## src/verilog/jtag_pkg.sv

```systemverilog
package jtag_pkg;

    // tap controller states, encoding follows the usual 0..15 numbering
    typedef enum logic [3:0]
    {
        test_logic_reset = 4'd0,
        run_test_idle    = 4'd1,
        select_dr_scan   = 4'd2,
        capture_dr       = 4'd3,
        shift_dr         = 4'd4,
        exit1_dr         = 4'd5,
        pause_dr         = 4'd6,
        exit2_dr         = 4'd7,
        update_dr        = 4'd8,
        select_ir_scan   = 4'd9,
        capture_ir       = 4'd10,
        shift_ir         = 4'd11,
        exit1_ir         = 4'd12,
        pause_ir         = 4'd13,
        exit2_ir         = 4'd14,
        update_ir        = 4'd15
    } tap_state_t;

    // riscv debug spec asks for at least 5 ir bits
    localparam int IR_WIDTH = 5;

    typedef logic [IR_WIDTH-1:0] ir_t;

    localparam ir_t INSTR_IDCODE = 5'h01;
    localparam ir_t INSTR_BYPASS = 5'h1f;
    localparam ir_t INSTR_CUSTOM = 5'h0a;

    typedef logic [31:0] dr32_t;

    localparam dr32_t IDCODE_VALUE = 32'h12345678;
    localparam dr32_t CUSTOM_INIT  = 32'h0a0b0c0d;

    // five rising edges with tms high reach reset from any state
    localparam int TLR_TMS_COUNT = 5;

    // pin synchronizer depth
    localparam int SYNC_STAGES = 2;

endpackage

```

## src/verilog/jtag_sync.sv

```systemverilog
`timescale 1ns/1ps

module jtag_sync
(
    input  logic clk,
    input  logic rst_n,
    input  logic jtag_clk,
    input  logic jtag_tms,
    input  logic jtag_tdi,
    output logic tck_rise,
    output logic tck_fall,
    output logic tms,
    output logic tdi
);

    localparam int N = jtag_pkg::SYNC_STAGES;

    logic [N-1:0] clk_sync;
    logic [N-1:0] tms_sync;
    logic [N-1:0] tdi_sync;
    logic         clk_prev;

    // shift each pin in at bit 0, the last bit is the stable level
    always_ff @(posedge clk)
    begin
        if (!rst_n)
        begin
            clk_sync <= '0;
            tms_sync <= '0;
            tdi_sync <= '0;
        end
        else
        begin
            clk_sync <= {clk_sync[N-2:0], jtag_clk};
            tms_sync <= {tms_sync[N-2:0], jtag_tms};
            tdi_sync <= {tdi_sync[N-2:0], jtag_tdi};
        end
    end

    // edge register, tms and tdi go through the same stage
    always_ff @(posedge clk)
    begin
        if (!rst_n)
        begin
            clk_prev <= 1'b0;
            tck_rise <= 1'b0;
            tck_fall <= 1'b0;
            tms      <= 1'b0;
            tdi      <= 1'b0;
        end
        else
        begin
            clk_prev <= clk_sync[N-1];
            tck_rise <= clk_sync[N-1] & ~clk_prev;
            tck_fall <= ~clk_sync[N-1] & clk_prev;
            tms      <= tms_sync[N-1];
            tdi      <= tdi_sync[N-1];
        end
    end

endmodule

```

## src/verilog/tap_fsm.sv

```systemverilog
`timescale 1ns/1ps

module tap_fsm
(
    input  logic                   clk,
    input  logic                   rst_n,
    input  logic                   tck_rise,
    input  logic                   tms,
    output jtag_pkg::tap_state_t   state,
    output logic                   tap_reset,
    output logic                   ir_capture,
    output logic                   ir_shift,
    output logic                   ir_update,
    output logic                   dr_capture,
    output logic                   dr_shift,
    output logic                   dr_update
);

    jtag_pkg::tap_state_t next_state;

    // standard tms transitions
    always_comb
    begin
        case (state)
            jtag_pkg::test_logic_reset:
                next_state = tms ? jtag_pkg::test_logic_reset : jtag_pkg::run_test_idle;
            jtag_pkg::run_test_idle:
                next_state = tms ? jtag_pkg::select_dr_scan : jtag_pkg::run_test_idle;
            jtag_pkg::select_dr_scan:
                next_state = tms ? jtag_pkg::select_ir_scan : jtag_pkg::capture_dr;
            jtag_pkg::capture_dr:
                next_state = tms ? jtag_pkg::exit1_dr : jtag_pkg::shift_dr;
            jtag_pkg::shift_dr:
                next_state = tms ? jtag_pkg::exit1_dr : jtag_pkg::shift_dr;
            jtag_pkg::exit1_dr:
                next_state = tms ? jtag_pkg::update_dr : jtag_pkg::pause_dr;
            jtag_pkg::pause_dr:
                next_state = tms ? jtag_pkg::exit2_dr : jtag_pkg::pause_dr;
            jtag_pkg::exit2_dr:
                next_state = tms ? jtag_pkg::update_dr : jtag_pkg::shift_dr;
            jtag_pkg::update_dr:
                next_state = tms ? jtag_pkg::select_dr_scan : jtag_pkg::run_test_idle;
            jtag_pkg::select_ir_scan:
                next_state = tms ? jtag_pkg::test_logic_reset : jtag_pkg::capture_ir;
            jtag_pkg::capture_ir:
                next_state = tms ? jtag_pkg::exit1_ir : jtag_pkg::shift_ir;
            jtag_pkg::shift_ir:
                next_state = tms ? jtag_pkg::exit1_ir : jtag_pkg::shift_ir;
            jtag_pkg::exit1_ir:
                next_state = tms ? jtag_pkg::update_ir : jtag_pkg::pause_ir;
            jtag_pkg::pause_ir:
                next_state = tms ? jtag_pkg::exit2_ir : jtag_pkg::pause_ir;
            jtag_pkg::exit2_ir:
                next_state = tms ? jtag_pkg::update_ir : jtag_pkg::shift_ir;
            jtag_pkg::update_ir:
                next_state = tms ? jtag_pkg::select_dr_scan : jtag_pkg::run_test_idle;
            default:
                next_state = jtag_pkg::test_logic_reset;
        endcase
    end

    // state only moves on a detected tck rising edge
    always_ff @(posedge clk)
    begin
        if (!rst_n)
            state <= jtag_pkg::test_logic_reset;
        else if (tck_rise)
            state <= next_state;
    end

    // controls act in the current state, on the same edge that leaves it
    assign tap_reset  = tck_rise && (state == jtag_pkg::test_logic_reset);
    assign ir_capture = tck_rise && (state == jtag_pkg::capture_ir);
    assign ir_shift   = tck_rise && (state == jtag_pkg::shift_ir);
    assign ir_update  = tck_rise && (state == jtag_pkg::update_ir);
    assign dr_capture = tck_rise && (state == jtag_pkg::capture_dr);
    assign dr_shift   = tck_rise && (state == jtag_pkg::shift_dr);
    assign dr_update  = tck_rise && (state == jtag_pkg::update_dr);

endmodule

```

## src/verilog/tap_data_reg.sv

```systemverilog
`timescale 1ns/1ps

module tap_data_reg
#(
    parameter type      payload_t = logic,
    parameter payload_t INIT      = payload_t'(0),
    parameter bit       WRITABLE  = 1'b0
)
(
    input  logic     clk,
    input  logic     rst_n,
    input  logic     tap_reset,
    input  logic     capture_en,
    input  logic     shift_en,
    input  logic     update_en,
    input  logic     tdi,
    output logic     scan_out,
    output payload_t value
);

    localparam int WIDTH = $bits(payload_t);

    logic [WIDTH-1:0] stage;
    payload_t         held;

    // capture the held value, then shift right with tdi entering at the msb
    always_ff @(posedge clk)
    begin
        if (capture_en)
            stage <= held;
        else if (shift_en)
            stage <= (stage >> 1) | (WIDTH'(tdi) << (WIDTH - 1));
    end

    generate
        if (WRITABLE)
        begin : g_writable
            always_ff @(posedge clk)
            begin
                if (!rst_n)
                    held <= INIT;
                else if (tap_reset)
                    held <= INIT;
                else if (update_en)
                    held <= payload_t'(stage);
            end
        end
        else
        begin : g_read_only
            // constant register, capture always sees INIT
            assign held = INIT;
        end
    endgenerate

    // lsb leaves first
    assign scan_out = stage[0];
    assign value    = held;

endmodule

```

## src/verilog/tap_dr_select.sv

```systemverilog
`timescale 1ns/1ps

module tap_dr_select
(
    input  logic                 clk,
    input  logic                 rst_n,
    input  logic                 tck_fall,
    input  jtag_pkg::tap_state_t state,
    input  jtag_pkg::ir_t        instr,
    input  logic                 dr_capture,
    input  logic                 dr_shift,
    input  logic                 dr_update,
    input  logic                 ir_scan_out,
    input  logic                 idcode_scan_out,
    input  logic                 bypass_scan_out,
    input  logic                 custom_scan_out,
    output logic [2:0]           idcode_en,
    output logic [2:0]           bypass_en,
    output logic [2:0]           custom_en,
    output logic                 jtag_tdo
);

    logic       sel_idcode;
    logic       sel_bypass;
    logic       sel_custom;
    logic [2:0] dr_ctrl;
    logic       dr_tdo;

    // one data path per instruction
    always_comb
    begin
        sel_idcode = 1'b0;
        sel_bypass = 1'b0;
        sel_custom = 1'b0;
        case (instr)
            jtag_pkg::INSTR_IDCODE: sel_idcode = 1'b1;
            jtag_pkg::INSTR_CUSTOM: sel_custom = 1'b1;
            jtag_pkg::INSTR_BYPASS: sel_bypass = 1'b1;
            // unknown codes fall back to bypass
            default:                sel_bypass = 1'b1;
        endcase
    end

    // bit 0 capture, bit 1 shift, bit 2 update
    assign dr_ctrl   = {dr_update, dr_shift, dr_capture};
    assign idcode_en = sel_idcode ? dr_ctrl : 3'b000;
    assign bypass_en = sel_bypass ? dr_ctrl : 3'b000;
    assign custom_en = sel_custom ? dr_ctrl : 3'b000;

    always_comb
    begin
        if (sel_idcode)
            dr_tdo = idcode_scan_out;
        else if (sel_custom)
            dr_tdo = custom_scan_out;
        else
            dr_tdo = bypass_scan_out;
    end

    // tdo changes on the falling edge, held outside the shift states
    always_ff @(posedge clk)
    begin
        if (!rst_n)
            jtag_tdo <= 1'b0;
        else if (tck_fall)
        begin
            if (state == jtag_pkg::shift_ir)
                jtag_tdo <= ir_scan_out;
            else if (state == jtag_pkg::shift_dr)
                jtag_tdo <= dr_tdo;
        end
    end

endmodule

```

## src/verilog/jtag_tap.sv

```systemverilog
`timescale 1ns/1ps

module jtag_tap
(
    input  logic clk,
    input  logic rst_n,
    input  logic jtag_clk,
    input  logic jtag_tms,
    input  logic jtag_tdi,
    output logic jtag_tdo
);

    logic                 tck_rise;
    logic                 tck_fall;
    logic                 tms;
    logic                 tdi;
    jtag_pkg::tap_state_t state;
    logic                 tap_reset;
    logic                 ir_capture;
    logic                 ir_shift;
    logic                 ir_update;
    logic                 dr_capture;
    logic                 dr_shift;
    logic                 dr_update;
    jtag_pkg::ir_t        instr;
    logic [2:0]           idcode_en;
    logic [2:0]           bypass_en;
    logic [2:0]           custom_en;
    logic                 ir_scan_out;
    logic                 idcode_scan_out;
    logic                 bypass_scan_out;
    logic                 custom_scan_out;

    jtag_sync sync_i
    (
        .clk      (clk),
        .rst_n    (rst_n),
        .jtag_clk (jtag_clk),
        .jtag_tms (jtag_tms),
        .jtag_tdi (jtag_tdi),
        .tck_rise (tck_rise),
        .tck_fall (tck_fall),
        .tms      (tms),
        .tdi      (tdi)
    );

    tap_fsm fsm_i
    (
        .clk        (clk),
        .rst_n      (rst_n),
        .tck_rise   (tck_rise),
        .tms        (tms),
        .state      (state),
        .tap_reset  (tap_reset),
        .ir_capture (ir_capture),
        .ir_shift   (ir_shift),
        .ir_update  (ir_update),
        .dr_capture (dr_capture),
        .dr_shift   (dr_shift),
        .dr_update  (dr_update)
    );

    // instruction register, resets to IDCODE
    tap_data_reg #(
        .payload_t (jtag_pkg::ir_t),
        .INIT      (jtag_pkg::INSTR_IDCODE),
        .WRITABLE  (1'b1)
    ) ir_reg_i (
        .clk        (clk),
        .rst_n      (rst_n),
        .tap_reset  (tap_reset),
        .capture_en (ir_capture),
        .shift_en   (ir_shift),
        .update_en  (ir_update),
        .tdi        (tdi),
        .scan_out   (ir_scan_out),
        .value      (instr)
    );

    tap_data_reg #(
        .payload_t (jtag_pkg::dr32_t),
        .INIT      (jtag_pkg::IDCODE_VALUE),
        .WRITABLE  (1'b0)
    ) idcode_reg_i (
        .clk        (clk),
        .rst_n      (rst_n),
        .tap_reset  (tap_reset),
        .capture_en (idcode_en[0]),
        .shift_en   (idcode_en[1]),
        .update_en  (idcode_en[2]),
        .tdi        (tdi),
        .scan_out   (idcode_scan_out),
        .value      ()
    );

    tap_data_reg #(
        .payload_t (logic),
        .INIT      (1'b0),
        .WRITABLE  (1'b0)
    ) bypass_reg_i (
        .clk        (clk),
        .rst_n      (rst_n),
        .tap_reset  (tap_reset),
        .capture_en (bypass_en[0]),
        .shift_en   (bypass_en[1]),
        .update_en  (bypass_en[2]),
        .tdi        (tdi),
        .scan_out   (bypass_scan_out),
        .value      ()
    );

    tap_data_reg #(
        .payload_t (jtag_pkg::dr32_t),
        .INIT      (jtag_pkg::CUSTOM_INIT),
        .WRITABLE  (1'b1)
    ) custom_reg_i (
        .clk        (clk),
        .rst_n      (rst_n),
        .tap_reset  (tap_reset),
        .capture_en (custom_en[0]),
        .shift_en   (custom_en[1]),
        .update_en  (custom_en[2]),
        .tdi        (tdi),
        .scan_out   (custom_scan_out),
        .value      ()
    );

    tap_dr_select select_i
    (
        .clk             (clk),
        .rst_n           (rst_n),
        .tck_fall        (tck_fall),
        .state           (state),
        .instr           (instr),
        .dr_capture      (dr_capture),
        .dr_shift        (dr_shift),
        .dr_update       (dr_update),
        .ir_scan_out     (ir_scan_out),
        .idcode_scan_out (idcode_scan_out),
        .bypass_scan_out (bypass_scan_out),
        .custom_scan_out (custom_scan_out),
        .idcode_en       (idcode_en),
        .bypass_en       (bypass_en),
        .custom_en       (custom_en),
        .jtag_tdo        (jtag_tdo)
    );

endmodule

```

## config.mk

```make
export PLATFORM = sky130hd
export DESIGN_NAME = jtag_tap
export DESIGN_NICKNAME = d
export VERILOG_FILES = /design/src/verilog/jtag_pkg.sv /design/src/verilog/jtag_sync.sv /design/src/verilog/tap_fsm.sv /design/src/verilog/tap_data_reg.sv /design/src/verilog/tap_dr_select.sv /design/src/verilog/jtag_tap.sv
export SDC_FILE = /design/constraint.sdc
export NUM_CORES = 1
export LEC_CHECK = 0
export BUFFER_PORTS_ARGS = -buffer_cell sky130_fd_sc_hd__buf_2
export CAP_MARGIN = 20
export CELL_PAD_IN_SITES_DETAIL_PLACEMENT = 1
export CELL_PAD_IN_SITES_GLOBAL_PLACEMENT = 2
export CORE_AREA = 3 3 130 132
export DETAILED_ROUTE_END_ITERATION = 10
export DIE_AREA = 0 0 133 135
export PLACE_DENSITY = 0.62
export SLEW_MARGIN = 0
export SYNTH_ARGS = -nofsm -noshare
export SYNTH_HDL_FRONTEND = slang
export SYNTH_HIERARCHICAL = 1
export SYNTH_SLANG_ARGS = --single-unit
```

## constraint.sdc

```tcl
create_clock -name clk -period 6.51 [get_ports clk]
set_clock_uncertainty 0.15 [all_clocks]
set_input_delay 0.3255 -clock clk [delete_from_list [all_inputs] [get_ports clk]]
set_output_delay 0.3255 -clock clk [all_outputs]
set_load 0.01 [all_outputs]
```

==> results.sh, run 1 <==
export IMPL_status="finished clean"
export IMPL_clock_sinks=123
export IMPL_r2r_slack_ns=2.89
export IMPL_grt_first_pass_wirelength_mm=15.4
export IMPL_dieArea_mm2=0.0180
export IMPL_grt_pass1_vias=3010
export IMPL_die_x_um=133
export IMPL_start_util_pct=32.9
export IMPL_crit_type="register to register"
export IMPL_cp_slowest_cell="and3_2"
export IMPL_synth_cell_area_mm2=0.00520
export IMPL_power_leakage_nw=2.20
export IMPL_root_buffer="clkbuf_16"
export IMPL_start_kind="register"
export IMPL_nets=419
export IMPL_h_tree_depth=4
export IMPL_worst_pin_slew_ns=1.09
export IMPL_io_pins=6
export IMPL_ctsResizeCount=0
export IMPL_areaGrowthSynthToFinish_pct=12.7
export IMPL_clock_fmax_ghz=0.277
export IMPL_grt_max_degree=46
export IMPL_post_cts_buffers=0
export IMPL_drive_above_1_share_pct=20.6
export IMPL_wl_met1_mm=4.74
export IMPL_grt_overflow_total=0
export IMPL_fillCellCount=1690
export IMPL_cts_hold_buffers=3
export IMPL_routed_wl_mm=9.15
export IMPL_post_place_ws_ns=2.81
export IMPL_vias=2951
export IMPL_routed_via_density=4.59
export IMPL_wl_met2_mm=4.08
export IMPL_core_mm2=0.0158
export IMPL_whs_endpoint="select_i/jtag_tdo$_SDFFE_PN0P_"
export IMPL_finalMaxSlewViolations=0
export IMPL_hold_path_class="input port to register"
export IMPL_min_from="rst_n"
export IMPL_cts_buffer_depth=2
export IMPL_cp_end_kind="register"
export IMPL_cts_buffers_inserted=17
export IMPL_wl_per_cell_um=14.2
export IMPL_tns_ns=0
export IMPL_cp_cell_sequence="inv_1 -> or3_1 -> nor2_1 -> and3_2 -> or2_1 -> buf_4"
export IMPL_rows=46
export IMPL_io_buffers=5
export IMPL_ys_warn_count=6
export IMPL_worstPathArrival_ns=3.56
export IMPL_cp_required_ns=6.45
export IMPL_rsz0062_at_grt="false"
export IMPL_slew_headroom_pct=27.4
export IMPL_fin_crit_sh_pct=55.5
export IMPL_min_path_cells=3
export IMPL_peakVddDrop_mv=0.185
export IMPL_antenna_found_initial=0
export IMPL_antenna_left=0
export IMPL_dp_hpwl_mm=5.23
export IMPL_r2r_start="sync_i/tck_rise$_SDFF_PN0_"
export IMPL_die_height_um=135
export IMPL_top_layer_used="met4"
export IMPL_grt_use_total_pct=10.9
export IMPL_setup_worst_path_start="sync_i/tck_rise$_SDFF_PN0_"
export IMPL_insertion_delay_ns=0.41
export IMPL_cap_violations=0
export IMPL_cts_tree="built"
export IMPL_min_period_ns=3.62
export IMPL_cp_max_fo=33
export IMPL_regToRegEndpoint="custom_reg_i/stage[11]$_DFFE_PP_"
export IMPL_avgSynthCellArea_um2=12.6
export IMPL_drt_iter0_drc=152
export IMPL_reg2reg_depth=6
export IMPL_syn_nets=418
export IMPL_setup_viol=0
export IMPL_place_congestion=0.694
export IMPL_route_met3_wl_um=186
export IMPL_worst_slack_ns=2.89
export IMPL_slowest_delay_ns=0.94
export IMPL_syn_instance_count=413
export IMPL_hold_viol=0
export IMPL_drc_errors=0
export IMPL_n_antenna_cell=0
export IMPL_drt_pass1_iterations=4
export IMPL_powerDensity_mw_per_mm2=291
export IMPL_cts_clk_slew_worst_paths_ns=0.05
[cells in the final DEF (no fill, tap or decap), drive strengths merged, types with 4 or more instances in the layout]
cell type	n
clkinv	4
clkbuf	27
a211o	15
buf	6
dfxtp	86
and3	6
mux2i	56
mux2	37
nand2b	5
inv	8
edfxtp	37
and2	13
nor2b	9
nand2	14
nor2	51
and2b	8
[worst max-delay path, delay by kind of cell, from the launching register on]
| family | cells | cell delay (ns) |
|---|---|---|
| buffers and inverters | 2 | 0.49 |
| and+or+nand+nor | 4 | 2.17 |
| DFF | 1 | 0.48 |
[layout make-up]
type / count / area [µm²] / area share [%]
Sequential cell: 123 / 2830 / 48.3
Multi-Input combinational cell: 256 / 2100 / 35.8
Clock buffer: 27 / 546 / 9.31
Tap cell: 216 / 270 / 4.61
Timing Repair Buffer: 9 / 62.6 / 1.07
Clock inverter: 5 / 26.3 / 0.448
Inverter: 7 / 26.3 / 0.448
[registers in the layout (all words and copies together), names as in the netlist]
name and count:
idcode_reg_i/stage 32, bypass_reg_i/scan_out 1, sync_i/tdi_sync 2, sync_i/clk_prev 1, custom_reg_i/stage 32, sync_i/tms 1
sync_i/tms_sync 2, sync_i/tdi 1, sync_i/tck_rise 1, sync_i/clk_sync 2, custom_reg_i/value 32, ir_reg_i/stage 5
fsm_i/state 4, select_i/jtag_tdo 1, ir_reg_i/value 5, sync_i/tck_fall 1
[how the worst max path moves through the flow]
stage,endpoint,slack (ns),cells past startpoint
floorplan,custom_reg_i/stage[0]$_DFFE_PP_,3.78,7
global placement,custom_reg_i/stage[12]$_DFFE_PP_,2.91,6
detailed placement,custom_reg_i/stage[12]$_DFFE_PP_,2.81,6
CTS,custom_reg_i/stage[15]$_DFFE_PP_,2.79,6
global route,custom_reg_i/stage[16]$_DFFE_PP_,2.56,6
finish,custom_reg_i/stage[11]$_DFFE_PP_,2.89,6
[per-layer routing]
metal	vias to the layer above	track usage, %
met5	-	0
met4	0	5.02
met3	9	3.69
met2	23	16.1
met1	1450	14.3
li1	1469	-
[through the flow]
step	cell area, µm²	instances	hold WS (ns)	util (%)	power (mW)
floorplan	5200	413	0.276	-	0.820
global placement	5260	608	0.280	33.2	0.825
global route	5860	643	0.184	37.0	1.77
CTS	5860	643	0.156	37.0	1.73
detailed placement	5260	608	0.284	33.2	0.826
finish	5860	643	0.170	37.0	1.70
[power by group]
part,internal (mW),switching [mW]
registers,0.789,0.00362
clock network,0.571,0.323
logic,0.00756,0.0103
total,1.37,0.337
(Power assumes the default switching activity.)
==> run 2, diff against run 1 <==
==> constraint.sdc (replaced) <==
create_clock -name clk -period 3.4 [get_ports clk]
set_clock_uncertainty 0.15 [all_clocks]
set_input_delay 0.17 -clock clk [delete_from_list [all_inputs] [get_ports clk]]
set_output_delay 0.17 -clock clk [all_outputs]
set_load 0.01 [all_outputs]
==> results.sh, run 2 (synthesis gave the netlist of run 1 again) <==
export IMPL_ctsResizeCount=0
export IMPL_io_buffers=5
export IMPL_cts_buffers_inserted=17
export IMPL_grt_max_degree=33
export IMPL_total_power_mw=3.26
export IMPL_root_buffer="clkbuf_16"
export IMPL_post_cts_buffers=0
export IMPL_start_util_pct=32.9
export IMPL_worstPathArrival_ns=2.87
export IMPL_status="finished clean"
export IMPL_die_height_um=135
export IMPL_hold_path_class="register to register"
export IMPL_worst_pin_slew_ns=0.795
export IMPL_dp_hpwl_mm=5.44
export IMPL_h_tree_depth=4
export IMPL_cp_end_kind="register"
export IMPL_rows=46
export IMPL_worst_slack_ns=0.691
export IMPL_wl_per_cell_um=14.4
export IMPL_final_cell_mix="86 x dfxtp_1, 56 x mux2i_1, 51 x nor2_1"
export IMPL_routed_via_density=4.65
export IMPL_grt_use_total_pct=11.3
export IMPL_insertion_delay_ns=0.41
export IMPL_cp_required_ns=3.56
export IMPL_vias=3029
export IMPL_clock_sinks=123
export IMPL_fillCellCount=1661
export IMPL_antenna_left=0
export IMPL_die_x_um=133
export IMPL_place_congestion=0.704
export IMPL_use_met1_pct=14.3
export IMPL_slew_headroom_pct=46.9
export IMPL_powerDensity_mw_per_mm2=549
export IMPL_drt_pass1_iterations=4
export IMPL_finalMaxSlewViolations=0
export IMPL_start_kind="register"
export IMPL_final_area_mm2=0.00594
export IMPL_top_usage_layer="met2"
export IMPL_cap_violations=0
export IMPL_grt_overflow_total=0
export IMPL_cp_max_fo=29
export IMPL_io_pins=6
export IMPL_clock_fmax_ghz=0.369
export IMPL_n_antenna_cell=0
export IMPL_routed_wl_mm=9.41
export IMPL_final_common_cell="dfxtp_1"
export IMPL_crit_type="register to register"
export IMPL_min_period_ns=2.71
export IMPL_core_mm2=0.0158
export IMPL_hold_viol=0
export IMPL_power_leakage_nw=2.25
export IMPL_setup_viol=0
export IMPL_tns_ns=0
export IMPL_dieArea_mm2=0.0180
export IMPL_cts_tree="built"
export IMPL_place_area_mm2=0.00533
export IMPL_areaGrowthSynthToFinish_pct=14.2
export IMPL_antenna_found_initial=0
export IMPL_drive_above_1_share_pct=22.9
export IMPL_nets=428
export IMPL_fin_crit_sh_pct=79.7
export IMPL_rsz0062_at_grt="false"
export IMPL_cts_buffer_depth=2
export IMPL_drc_errors=0
export IMPL_use_met3_pct=3.35
export IMPL_met2_usage_pct=17.2
export IMPL_post_place_ws_ns=0.681
export IMPL_grt_pass1_vias=3126
export IMPL_grt_first_pass_wirelength_mm=15.9
export IMPL_cts_clk_slew_worst_paths_ns=0.06
export IMPL_drt_iter0_drc=172
export IMPL_peakVddDrop_mv=0.371
run 2: cell types whose count changed in the layout (fill, tap and decap cells not counted):
cell,before,now
buf_12,0,1
buf_4,1,8
clkbuf_1,4,0
clkbuf_16,19,18
clkbuf_8,4,3
clkinv_2,4,1
clkinv_4,0,2
dlygate4sd3_1,3,4
inv_4,1,6
inv_6,0,2
run 2: per-stage QoR:
stage,instances,hold WS [ns],util [%]
global placement,616,0.231,33.7
detailed placement,616,0.237,33.7
global route,652,0.306,37.5
floorplan,413,0.142,-
finish,652,0.297,37.5
CTS,652,0.302,37.5
run 2: power by group:
group          switching [mW]  leakage, nW  total (mW)  internal (mW)
combinational          0.0211        0.935      0.0377         0.0167
clock                   0.667        0.291        1.71           1.04
sequential            0.00611         1.03        1.52           1.51
run 2: worst paths after layout:
check                                start                                   to  cells past startpoint  slack (ns)
max            fsm_i/state[2]$_SDFFE_PN0P_  idcode_reg_i/stage[20]$_SDFFE_PP1P_                      6        0.69
min          sync_i/tms_sync[0]$_SDFF_PN0_        sync_i/tms_sync[1]$_SDFF_PN0_                      1        0.30
max reg2reg    fsm_i/state[2]$_SDFFE_PN0P_  idcode_reg_i/stage[20]$_SDFFE_PP1P_                      6        0.69
min reg2reg  sync_i/tms_sync[0]$_SDFF_PN0_        sync_i/tms_sync[1]$_SDFF_PN0_                      1        0.30
run 2: final cells by class:
class                           count  area (µm²)  area share (%)
Multi-Input combinational cell    256        2100            35.3
Timing Repair Buffer               18         145            2.44
Tap cell                          216         270            4.55
Clock inverter                     11        77.6            1.31
Clock buffer                       21         492            8.28
Sequential cell                   123        2830            47.7
Inverter                            7        26.3           0.442
run 2: metal layers:
metal / vias up / part of all wire (%)
li1: 1493 / -
met1: 1496 / 49
met2: 24 / 47
met3: 16 / 2.2
met4: 0 / 2.2
met5: - / 0
run 2: worst max-delay path, cell delays in order (launching register included):
cell and delay (ns):
dfxtp_1 0.57, nand2_1 0.15, nor4_1 0.43, and3_2 0.70, buf_4 0.31, nor2b_1 0.06
a211o_1 0.22
run 2: repair_timing:
item                       4_1_cts  5_1_grt
hold endpoints to repair         4        0
hold buffers                     4        0
setup endpoints to repair        0        0
==> run 3, diff against run 2 <==
--- a/config.mk
+++ b/config.mk
@@ -5,14 +5,15 @@
 export SDC_FILE = /design/constraint.sdc
 export NUM_CORES = 1
 export LEC_CHECK = 0
+export ABC_AREA = 1
 export BUFFER_PORTS_ARGS = -buffer_cell sky130_fd_sc_hd__buf_2
 export CAP_MARGIN = 20
 export CELL_PAD_IN_SITES_DETAIL_PLACEMENT = 1
 export CELL_PAD_IN_SITES_GLOBAL_PLACEMENT = 2
-export CORE_AREA = 3 3 130 132
+export CORE_AREA = 3 3 132 134
 export DETAILED_ROUTE_END_ITERATION = 10
-export DIE_AREA = 0 0 133 135
-export PLACE_DENSITY = 0.62
+export DIE_AREA = 0 0 135 137
+export PLACE_DENSITY = 0.72
 export SLEW_MARGIN = 0
 export SYNTH_ARGS = -nofsm -noshare
 export SYNTH_HDL_FRONTEND = slang
==> constraint.sdc (replaced) <==
create_clock -name clk -period 2.44 [get_ports clk]
set_clock_uncertainty 0.15 [all_clocks]
set_input_delay 0.122 -clock clk [delete_from_list [all_inputs] [get_ports clk]]
set_output_delay 0.122 -clock clk [all_outputs]
set_load 0.01 [all_outputs]
==> results.sh, run 3 <==
export IMPL_status="finished clean"
export IMPL_worst_pin_slew_ns=0.626
export IMPL_post_cts_buffers=0
export IMPL_drive_above_1_share_pct=14.2
export IMPL_io_pins=6
export IMPL_min_period_ns=2.17
export IMPL_cp_max_fo=32
export IMPL_crit_top_cell="nand2_1"
export IMPL_cts_buffer_depth=2
export IMPL_synth_cell_area_mm2=0.00528
export IMPL_cp_cell_sequence="nor2_1 -> nand2_1 -> nor2_1 -> inv_1 -> nor2_2 -> inv_2 -> nand2_1 -> nand2_1"
export IMPL_grt_pass1_vias=4369
export IMPL_n_antenna_cell=0
export IMPL_grt_first_pass_wirelength_mm=20.5
export IMPL_tns_ns=0
export IMPL_cp_buffers_inverters=2
export IMPL_drt_iter0_drc=242
export IMPL_clock_fmax_ghz=0.462
export IMPL_ys_warn_count=6
export IMPL_clock_sinks=123
export IMPL_grt_use_total_pct=13.9
export IMPL_fin_crit_sh_pct=88.8
export IMPL_cap_violations=0
export IMPL_holdWs_ns=0.258
export IMPL_antenna_left=0
export IMPL_cts_buffers_inserted=17
export IMPL_die_height_um=137
export IMPL_critPathTopFamily="simple AND/OR/NAND/NOR gates"
export IMPL_io_buffers=5
export IMPL_slew_headroom_pct=58.2
export IMPL_rows=47
export IMPL_peakVddDrop_mv=0.484
export IMPL_syn_instance_count=666
export IMPL_fillCellCount=1967
export IMPL_drt_pass1_iterations=4
export IMPL_dieArea_mm2=0.0185
export IMPL_ctsResizeCount=0
export IMPL_core_mm2=0.0164
export IMPL_setup_viol=0
export IMPL_root_buffer="clkbuf_16"
export IMPL_powerDensity_mw_per_mm2=802
export IMPL_die_x_um=135
export IMPL_worstPathArrival_ns=2.18
export IMPL_syn_nets=671
export IMPL_crit_type="register to register"
export IMPL_post_route_util_pct=37.6
export IMPL_grt_overflow_total=0
export IMPL_rsz0062_at_grt="false"
export IMPL_final_common_cell="nand2_1"
export IMPL_total_power_mw=4.95
export IMPL_wl_per_cell_um=12.8
export IMPL_start_kind="register"
export IMPL_hold_path_class="register to register"
export IMPL_cp_required_ns=2.45
export IMPL_cp_end_kind="register"
export IMPL_insertion_delay_ns=0.41
export IMPL_drc_errors=0
export IMPL_vias=4075
export IMPL_grt_max_degree=34
export IMPL_cts_hold_buffers=7
export IMPL_h_tree_depth=4
export IMPL_antenna_found_initial=0
export IMPL_routed_via_density=4.47
export IMPL_hold_viol=0
export IMPL_finalMaxSlewViolations=0
export IMPL_place_congestion=0.789
export IMPL_cts_clk_slew_worst_paths_ns=0.06
export IMPL_nets=684
export IMPL_slowest_delay_ns=0.42
export IMPL_dp_hpwl_mm=7.22
export IMPL_avgSynthCellArea_um2=7.92
export IMPL_cts_tree="built"
export IMPL_routed_wl_mm=11.7
export IMPL_final_cell_mix="289 x nand2_1, 86 x dfxtp_1, 59 x nor2_1"
export IMPL_start_util_pct=32.2
export IMPL_cp_slowest_cell="dfxtp_1"
export IMPL_areaGrowthSynthToFinish_pct=16.9
export IMPL_power_leakage_nw=2.66
==> run 3: through the flow <==
| step | cell area [µm²] | instances | setup slack, ns |
|---|---|---|---|
| 2_1_floorplan | 5280 | 666 | 0.322 |
| 3_3_place_gp | 5450 | 873 | 0.210 |
| 3_5_place_dp | 5450 | 873 | 0.239 |
| 4_1_cts | 6170 | 912 | 0.222 |
| 5_1_grt | 6170 | 912 | 0.0543 |
| 6_report | 6170 | 912 | 0.273 |
==> run 3: worst reg2reg max path, delay by kind of cell, from the launching register on <==
kind / cells / cell delay (ns)
DFF: 1 / 0.42
and+or+nand+nor: 6 / 0.99
buffers and inverters: 2 / 0.35
==> run 3: path summary, 6_finish.rpt <==
| path | startpoint | endpoint | slack, ns | depth (start not counted) |
|---|---|---|---|---|
| worst min register to register | sync_i/clk_sync[0]$_SDFF_PN0_ | sync_i/clk_sync[1]$_SDFF_PN0_ | 0.26 | 2 |
| worst max register to register | fsm_i/state[2]$_SDFFE_PN0P_ | custom_reg_i/stage[21]$_DFFE_PP_ | 0.27 | 8 |
| worst min-delay path | sync_i/clk_sync[0]$_SDFF_PN0_ | sync_i/clk_sync[1]$_SDFF_PN0_ | 0.26 | 2 |
| worst max-delay path | fsm_i/state[2]$_SDFFE_PN0P_ | custom_reg_i/stage[21]$_DFFE_PP_ | 0.27 | 8 |
==> run 3: layer usage <==
metal | vias to the layer above | part of all wire (%) | global-route usage (%)
li1 | 2092 | - | -
met1 | 1952 | 48 | 16.4
met2 | 22 | 49 | 24.4
met3 | 9 | 2.2 | 3.86
met4 | 0 | 1.2 | 5.21
met5 | - | 0 | 0
==> run 3: report_power, final <==
| group | leakage (nW) | total, mW | internal, mW | switching (mW) |
|---|---|---|---|---|
| registers | 1.10 | 2.11 | 2.10 | 0.00634 |
| clock network | 0.305 | 2.77 | 1.81 | 0.963 |
| logic | 1.25 | 0.0620 | 0.0230 | 0.0390 |
| total | 2.66 | 4.95 | 3.94 | 1.01 |
==> run 3: final cells by class <==
class	instances	area, µm²	area share [%]
Timing Repair Buffer	22	208	3.37
Tap cell	220	275	4.46
Sequential cell	123	2830	45.9
Multi-Input combinational cell	454	1970	31.9
Inverter	61	236	3.83
Clock inverter	15	220	3.57
Clock buffer	17	425	6.90
